===== src/design/bus_pkg.sv =====
package bus_pkg;

	// --------------------------------------------------------------------------
	// cpu bus widths
	// --------------------------------------------------------------------------
	localparam int ADDR_W = 23;	// word address, cpu a[23:1]
	localparam int DATA_W = 16;

	// region bases as word addresses (byte address >> 1)
	localparam logic [ADDR_W-1:0] CHIP_BASE = 23'h000000;
	localparam logic [ADDR_W-1:0] KICK_BASE = 23'h7c0000;	// $f80000 up to the top
	localparam logic [ADDR_W-1:0] CIAA_BASE = 23'h5ff000;	// $bfe page
	localparam logic [ADDR_W-1:0] RTC_BASE  = 23'h6e0000;	// $dc page
	localparam logic [ADDR_W-1:0] CHIP_512K = 23'h040000;	// 512K bytes in words

	// --------------------------------------------------------------------------
	// region and stage payloads
	// --------------------------------------------------------------------------
	typedef enum logic [2:0] {
		REG_CHIP,
		REG_KICK,
		REG_CIAA,
		REG_RTC,
		REG_NONE	// unmapped, answered with err
	} region_t;

	typedef struct packed {
		logic [ADDR_W-1:0] addr;
		logic              wr;	// 1 = write
		logic [1:0]        be;	// [1] upper byte, [0] lower byte
		logic [DATA_W-1:0] wdata;
	} req_t;

	typedef struct packed {
		req_t    req;
		region_t region;
		logic    bank;	// 1 = kick bank
	} dec_t;

	typedef struct packed {
		region_t           region;
		logic [1:0]        be;
		logic [DATA_W-1:0] rdata;	// raw word, zero for writes
	} acc_t;

	typedef struct packed {
		logic [DATA_W-1:0] rdata;
		logic              err;
	} resp_t;

endpackage


===== src/design/addr_decode.sv =====
`timescale 1ns/100ps

// stage 1: region decode and kickstart overlay
module addr_decode import bus_pkg::*; (
	input  logic       clk,
	input  logic       rst_n,
	input  req_t       in,
	input  logic       in_valid,
	output logic       in_ready,
	output dec_t       out,
	output logic       out_valid,
	input  logic       out_ready,
	input  logic [1:0] chip_size
);

	localparam int CIAA_LSB = 11;	// 4K byte page -> word bit 11
	localparam int RTC_LSB  = 15;	// 64K byte page -> word bit 15

	logic [ADDR_W-1:0] chip_limit;
	region_t           region;
	logic              ovl;	// kickstart overlay
	logic              ovl_hit;
	dec_t              dec;

	// chip ram is 512K * (chip_size + 1)
	assign chip_limit = CHIP_BASE + ADDR_W'(chip_size + 3'd1) * CHIP_512K;

	// --------------------------------------------------------------------------
	// region decode, chip first so it wins over everything
	// --------------------------------------------------------------------------
	always_comb begin
		if (in.addr < chip_limit)
			region = REG_CHIP;
		else if (in.addr >= KICK_BASE)
			region = REG_KICK;
		else if (in.addr[ADDR_W-1:CIAA_LSB] == CIAA_BASE[ADDR_W-1:CIAA_LSB])
			region = REG_CIAA;
		else if (in.addr[ADDR_W-1:RTC_LSB] == RTC_BASE[ADDR_W-1:RTC_LSB])
			region = REG_RTC;
		else
			region = REG_NONE;	// unmapped
	end

	// overlay maps reads of the first 512K onto the kick bank
	assign ovl_hit = ovl && !in.wr && region == REG_CHIP && in.addr < CHIP_512K;

	always_comb begin
		dec.req    = in;
		dec.region = region;
		dec.bank   = region == REG_KICK || ovl_hit;
	end

	// set by reset, any cia-a write clears it on the transfer edge
	always_ff @(posedge clk) begin
		if (!rst_n)
			ovl <= 1'b1;
		else if (in_valid && in_ready && in.wr && region == REG_CIAA)
			ovl <= 1'b0;
	end

	pipe_reg #(
		.payload_t(dec_t)
	) u_pipe (
		.clk      (clk),
		.rst_n    (rst_n),
		.in       (dec),
		.in_valid (in_valid),
		.in_ready (in_ready),
		.out      (out),
		.out_valid(out_valid),
		.out_ready(out_ready)
	);

	// stage 2 relies on the bank bit only for chip and kick
	a_bank_region: assert property (@(posedge clk) disable iff (!rst_n)
		out_valid |-> !out.bank || out.region inside {REG_CHIP, REG_KICK});

endmodule


===== src/design/chip_bus_top.sv =====
`timescale 1ns/100ps

// cpu side of the chip bus, decode -> access -> response
module chip_bus_top import bus_pkg::*; #(
	parameter int MEM_AW = 6
) (
	input  logic        clk,
	input  logic        rst_n,
	input  req_t        req,
	input  logic        req_valid,
	output logic        req_ready,
	output resp_t       resp,
	output logic        resp_valid,
	input  logic        resp_ready,
	input  logic [1:0]  chip_size,	// chip ram = 512K * (chip_size + 1)
	input  logic        rom_readonly,
	input  logic [63:0] rtc
);

	// --------------------------------------------------------------------------
	// stage links
	// --------------------------------------------------------------------------
	dec_t dec;
	logic dec_valid;
	logic dec_ready;
	acc_t acc;
	logic acc_valid;
	logic acc_ready;

	addr_decode u_addr_decode (
		.clk      (clk),
		.rst_n    (rst_n),
		.in       (req),
		.in_valid (req_valid),
		.in_ready (req_ready),
		.out      (dec),
		.out_valid(dec_valid),
		.out_ready(dec_ready),
		.chip_size(chip_size)
	);

	mem_access #(
		.MEM_AW(MEM_AW)
	) u_mem_access (
		.clk         (clk),
		.rst_n       (rst_n),
		.in          (dec),
		.in_valid    (dec_valid),
		.in_ready    (dec_ready),
		.out         (acc),
		.out_valid   (acc_valid),
		.out_ready   (acc_ready),
		.rom_readonly(rom_readonly),
		.rtc         (rtc)
	);

	resp_stage u_resp_stage (
		.clk      (clk),
		.rst_n    (rst_n),
		.in       (acc),
		.in_valid (acc_valid),
		.in_ready (acc_ready),
		.out      (resp),
		.out_valid(resp_valid),
		.out_ready(resp_ready)
	);

endmodule


===== src/design/mem_access.sv =====
`timescale 1ns/100ps

// stage 2: banked memory model and rtc nibble read
module mem_access import bus_pkg::*; #(
	parameter int MEM_AW = 6	// word address bits per bank
) (
	input  logic        clk,
	input  logic        rst_n,
	input  dec_t        in,
	input  logic        in_valid,
	output logic        in_ready,
	output acc_t        out,
	output logic        out_valid,
	input  logic        out_ready,
	input  logic        rom_readonly,
	input  logic [63:0] rtc
);

	localparam int DEPTH = 2 ** (MEM_AW + 1);	// chip bank + kick bank

	logic [DATA_W-1:0] mem [DEPTH];	// bank bit is the index msb
	logic [MEM_AW:0]   idx;
	logic              load;
	logic              mem_sel;
	logic              mem_we;
	logic [DATA_W-1:0] rd_word;
	logic [3:0]        rtc_nib;
	acc_t              acc;

	// larger regions alias in the low word bits
	assign idx     = {in.bank, in.req.addr[MEM_AW-1:0]};
	assign load    = in_valid && in_ready;	// stage 2 register loads now
	assign mem_sel = in.region inside {REG_CHIP, REG_KICK};
	assign mem_we  = load && in.req.wr && mem_sel && !(in.bank && rom_readonly);

	// --------------------------------------------------------------------------
	// memory, byte lane writes
	// --------------------------------------------------------------------------
	always_ff @(posedge clk) begin
		if (mem_we) begin
			if (in.req.be[1])
				mem[idx][15:8] <= in.req.wdata[15:8];
			if (in.req.be[0])
				mem[idx][7:0] <= in.req.wdata[7:0];
		end
	end

	assign rd_word = mem[idx];	// async read, sees all earlier writes
	assign rtc_nib = rtc[{in.req.addr[4:1], 2'b00} +: 4];	// byte a[5:2]

	always_comb begin
		acc.region = in.region;
		acc.be     = in.req.be;
		acc.rdata  = '0;	// writes, cia-a and unmapped read zero
		if (!in.req.wr) begin
			case (in.region)
				REG_CHIP, REG_KICK: acc.rdata = rd_word;
				REG_RTC:            acc.rdata = {{(DATA_W-4){1'b0}}, rtc_nib};
				default:            acc.rdata = '0;
			endcase
		end
	end

	pipe_reg #(
		.payload_t(acc_t)
	) u_pipe (
		.clk      (clk),
		.rst_n    (rst_n),
		.in       (acc),
		.in_valid (in_valid),
		.in_ready (in_ready),
		.out      (out),
		.out_valid(out_valid),
		.out_ready(out_ready)
	);

	// a protected kick write leaves the addressed word untouched
	a_rom_protect: assert property (@(posedge clk) disable iff (!rst_n)
		load && in.req.wr && in.bank && rom_readonly
		|=> mem[$past(idx)] === $past(mem[idx]));

endmodule


===== src/design/pipe_reg.sv =====
`timescale 1ns/100ps

// one-entry valid/ready stage register
module pipe_reg #(
	parameter type payload_t = logic [7:0]
) (
	input  logic     clk,
	input  logic     rst_n,
	input  payload_t in,
	input  logic     in_valid,
	output logic     in_ready,
	output payload_t out,
	output logic     out_valid,
	input  logic     out_ready
);

	// free slot when empty or when the current item leaves this edge
	assign in_ready = !out_valid || out_ready;

	always_ff @(posedge clk) begin
		if (!rst_n)
			out_valid <= 1'b0;
		else if (in_ready)
			out_valid <= in_valid;	// drops to 0 if nothing new arrives
	end

	// payload only, no reset
	always_ff @(posedge clk) begin
		if (in_valid && in_ready)
			out <= in;
	end

	// a stalled item must sit still until it is taken
	a_hold_stall: assert property (@(posedge clk) disable iff (!rst_n)
		out_valid && !out_ready |=> out_valid && $stable(out));

endmodule


===== src/design/resp_stage.sv =====
`timescale 1ns/100ps

// stage 3: lane masking and error flag
module resp_stage import bus_pkg::*; (
	input  logic  clk,
	input  logic  rst_n,
	input  acc_t  in,
	input  logic  in_valid,
	output logic  in_ready,
	output resp_t out,
	output logic  out_valid,
	input  logic  out_ready
);

	logic [DATA_W-1:0] lane_mask;
	logic              is_err;
	resp_t             resp;

	// one mask byte per enable
	assign lane_mask = {{(DATA_W/2){in.be[1]}}, {(DATA_W/2){in.be[0]}}};
	assign is_err    = in.region == REG_NONE;

	always_comb begin
		resp.err   = is_err;
		resp.rdata = is_err ? '0 : in.rdata & lane_mask;	// unmapped reads zero
	end

	pipe_reg #(
		.payload_t(resp_t)
	) u_pipe (
		.clk      (clk),
		.rst_n    (rst_n),
		.in       (resp),
		.in_valid (in_valid),
		.in_ready (in_ready),
		.out      (out),
		.out_valid(out_valid),
		.out_ready(out_ready)
	);

endmodule


===== config.mk =====
export PLATFORM = sky130hd
export DESIGN_NAME = chip_bus_top
export DESIGN_NICKNAME = d
export VERILOG_FILES = /design/src/design/bus_pkg.sv /design/src/design/addr_decode.sv /design/src/design/chip_bus_top.sv /design/src/design/mem_access.sv /design/src/design/pipe_reg.sv /design/src/design/resp_stage.sv
export SDC_FILE = /design/constraint.sdc
export NUM_CORES = 2
export LEC_CHECK = 0
export BUFFER_PORTS_ARGS = -buffer_cell sky130_fd_sc_hd__buf_2
export CAP_MARGIN = 20
export CELL_PAD_IN_SITES_DETAIL_PLACEMENT = 0
export CELL_PAD_IN_SITES_GLOBAL_PLACEMENT = 1
export CORE_AREA = 2 2 334 419
export CTS_BUF_LIST = sky130_fd_sc_hd__clkbuf_16
export DETAILED_ROUTE_END_ITERATION = 8
export DIE_AREA = 0 0 336 421
export GPL_TIMING_DRIVEN = 0
export PLACE_DENSITY_LB_ADDON = 0.08
export SLEW_MARGIN = 10
export SYNTH_ARGS = -nofsm -noshare
export SYNTH_HDL_FRONTEND = slang
export SYNTH_SLANG_ARGS = --single-unit

===== constraint.sdc =====
create_clock -name clk -period 3.94 [get_ports clk]
set_clock_uncertainty 0.15 [all_clocks]
set_input_delay 0.197 -clock clk [delete_from_list [all_inputs] [get_ports clk]]
set_output_delay 0.197 -clock clk [all_outputs]
set_load 0.1 [all_outputs]

==> flow_metrics.env <==
export IMPL_run_status="complete, but fails checks"
export IMPL_violations="negative setup slack"
export IMPL_timing_hold_worst_path_depth=4
export IMPL_switching_share_pct=22.5
export IMPL_gp_congestion=0.993
export IMPL_cts_clk_slew_worst_paths_ns=0.07
export IMPL_synth_xor_area_share_pct=0
export IMPL_synth_cell_types=55
export IMPL_dp_hpwl_um=170000
export IMPL_synth_top_area_share_pct=77.5
export IMPL_yosys_area_share_adder_pct=0.0458
export IMPL_ys_ff_latch=2126
export IMPL_clkPwrFrac_pct=39.3
export IMPL_ff2ff_path_depth=8
export IMPL_synthSimpleGateAreaFrac_pct=2.61
export IMPL_setup_ws_ns=-0.111
export IMPL_cp_max_fo=10
export IMPL_grt_pass1_wl_um=330000
export IMPL_die_h_um=421
export IMPL_cts_buffer_depth=3
export IMPL_fp_row_count=153
export IMPL_drv_cap=0
export IMPL_grt_pass1_vias=42800
export IMPL_drt_iter0_markers=6185
export IMPL_fp_dieW_um=336
export IMPL_core_sq_mm=0.138
export IMPL_clock_latency_ns=0.85
export IMPL_cp_arrival_ns=4.39
export IMPL_required_ns=4.28
export IMPL_max_freq_ghz=0.247
export IMPL_synth_most_common_cell="edfxtp_1"
export IMPL_finalSetupViolations=5
export IMPL_synth_compound_area_share_pct=3.21
export IMPL_htree_levels=4
export IMPL_layout_drive_gt1_share_pct=31.1
export IMPL_antenna_found_initial=8
export IMPL_first_pass_iters=5
export IMPL_yosysSeqAreaShare_pct=77.7
export IMPL_io_buffers=126
export IMPL_grt_overflow=0
export IMPL_p_seq_share_pct=52.9
export IMPL_power_leakage_uw=0.0297
export IMPL_wire_per_inst_um=37.7
export IMPL_worst_slew_pin_slew_ns=1.29
export IMPL_report_power_total_uw=47200
export IMPL_synth_avg_cell_area_sq_um=21.5
export IMPL_synth_fp_nets=3934
export IMPL_hold_viol=0
export IMPL_die_area_sq_mm=0.141
export IMPL_worstSetupPathType="register to register"
export IMPL_hp_class="primary input to register"
export IMPL_power_density_mw_per_mm2=497
export IMPL_cts_buffers=194
export IMPL_whs_ns=0.0853
export IMPL_syn_area_sq_mm=0.0820
export IMPL_tns_ns=-0.267
export IMPL_post_route_period_util_pct=103
export IMPL_critPathCaptureType="register"
export IMPL_fin_nets=4424
export IMPL_wl_um=239000
export IMPL_viasPerCell=6.76
export IMPL_start_util_pct=59.4
export IMPL_syn_instance_count=3818
export IMPL_synth_top_family_by_area="multiplexers"
export IMPL_cts_tree="built"
export IMPL_drc_errors=0
export IMPL_cts_sinks=2126
export IMPL_grt_total_usage_pct=34.6
export IMPL_drtAntennaViolNets=0
export IMPL_ir_drop_mv=0.489
export IMPL_p_int_uw=36600
export IMPL_p_sw_uw=10600
export IMPL_pwr_share_comb_pct=7.8
export IMPL_vias=42800
export IMPL_area_growth_pct=15.8
export IMPL_slew_viol_final=0
export IMPL_synth_top_cells_by_area="edfxtp_1 (77%), mux4_2 (14%), a22oi_1 (1.8%), nor2_1 (1.3%), mux2i_1 (0.76%)"
export IMPL_async_flop_share_pct=0
export IMPL_root_buffer="clkbuf_16"
export IMPL_startpoint_type="register"
export IMPL_synth_edf_count=2115
export IMPL_rsz0062_at_grt="no"
export IMPL_dpl_worst_slack_ns=-0.998
export IMPL_synthMuxAreaShare_pct=14.9
export IMPL_yosysWarnings=0
export IMPL_top_level_ports=132
export IMPL_yosys_top_cells_count="edfxtp_1 (2,115), mux4_2 (512), nor2_1 (282), a22oi_1 (199), clkbuf_1 (111)"
export IMPL_maxSlewHeadroom_pct=14.0
export IMPL_synthFlopType="edfxtp_1"
export IMPL_yosysTopAreaCell="edfxtp_1"
export IMPL_finalCriticalPeriod_ns=4.05
export IMPL_grt_start_max_net_pins=38
-- kinds of logic after synthesis --
logic type                 count (synthesis)
DFF                                     2126
and+or+nand+nor                          484
AOI/OAI and AO/OA                        389
adders and majority gates                  3
buffers and inverters                    236
muxes                                    580
-- flip-flops by register name, summed over array words and instances, names as in the netlist, named ones only --
register / count
u_mem_access.u_pipe.out: 21
u_addr_decode.ovl: 1
u_mem_access.u_pipe.out_valid: 1
u_resp_stage.u_pipe.out: 17
u_addr_decode.u_pipe.out_valid: 1
u_resp_stage.u_pipe.out_valid: 1
u_addr_decode.u_pipe.out: 29
u_mem_access.mem: 2048
-- worst max-delay path, stage by stage, from the launching register on --
cell and delay, ns:
dfxtp_1 0.65, buf_2 0.42, nor2_1 0.20, clkbuf_2 0.35, clkbuf_2 0.36, a22oi_1 0.34
a21oi_1 0.26, nor4_2 0.55, o22ai_1 0.39
-- through the flow --
step | instances | util, % | area (sq um)
after CTS | 6325 | 68.4 | 94400
after floorplan | 3818 | - | 82000
after global routing | 6328 | 68.8 | 94900
after global placement | 5804 | 61.5 | 84900
final | 6330 | 68.8 | 94900
after detailed placement | 5898 | 62.9 | 86800
-- power by group through the flow --
stage	combinational [uW]	sequential, uW	clock [uW]
3_3_place_gp	2960	25800	0
3_5_place_dp	3490	25500	0
4_1_cts	3630	25000	18600
6_report	3700	25000	18500
2_1_floorplan	1680	25600	0
5_1_grt	3790	25000	19400
-- final cells by class --
cell class | instances | area [sq um]
tap | 1860 | 2330
clock inverter | 156 | 1210
sequential | 2126 | 63700
multi-input combinational | 1456 | 18100
fill | 8646 | 43100
inverter | 9 | 37.5
clock buffer | 199 | 4980
antenna | 3 | 7.51
buffer | 224 | 1300
timing repair buffer | 297 | 3220
-- cell usage in the layout (no fill, tap or decap), types with 23 or more instances in the layout --
| master | netlist | routed |
|---|---|---|
| a21oi_1 | 104 | 86 |
| a22oi_1 | 199 | 199 |
| buf_16 | 0 | 32 |
| buf_2 | 62 | 183 |
| buf_4 | 24 | 37 |
| buf_6 | 22 | 24 |
| buf_8 | 0 | 52 |
| clkbuf_1 | 111 | 57 |
| clkbuf_16 | 0 | 199 |
| clkbuf_2 | 0 | 42 |
| clkinv_1 | 1 | 50 |
| clkinv_2 | 0 | 32 |
| dlygate4sd3_1 | 0 | 72 |
| edfxtp_1 | 2115 | 2115 |
| inv_1 | 7 | 43 |
| mux2i_1 | 62 | 62 |
| mux4_2 | 512 | 512 |
| nand2_1 | 65 | 63 |
| nand3_1 | 27 | 23 |
| nor2_1 | 282 | 127 |
| nor2_2 | 0 | 89 |
| nor2_4 | 0 | 66 |
| o22ai_1 | 30 | 30 |
-- timing repair --
item	4_1_cts	5_1_grt
hold buffers	72	0
setup buffers	0	2
resized for setup	231	126
endpoints found under the hold margin	61	0
setup endpoints to repair	1445	1212
-- layer usage --
metal  vias up  GRT usage [%]  share of wire, %
met2      2615           53.7                48
met4         6           15.0               4.9
li1      17100              -                 -
met1     22700           47.4                36
met5         -              0             0.019
met3       427           8.68                11
-- path summary, 6_finish.rpt --
check	startpoint	endpoint	slack (ns)
max	register	u_mem_access.u_pipe.out[15]	-0.11
min	resp_ready	u_mem_access.u_pipe.out_valid	0.09
max reg2reg	register	u_mem_access.u_pipe.out[15]	-0.11
min reg2reg	u_addr_decode.u_pipe.out[1]	u_mem_access.u_pipe.out[18]	0.32
No activity file was read; power rests on OpenSTA's default activity.
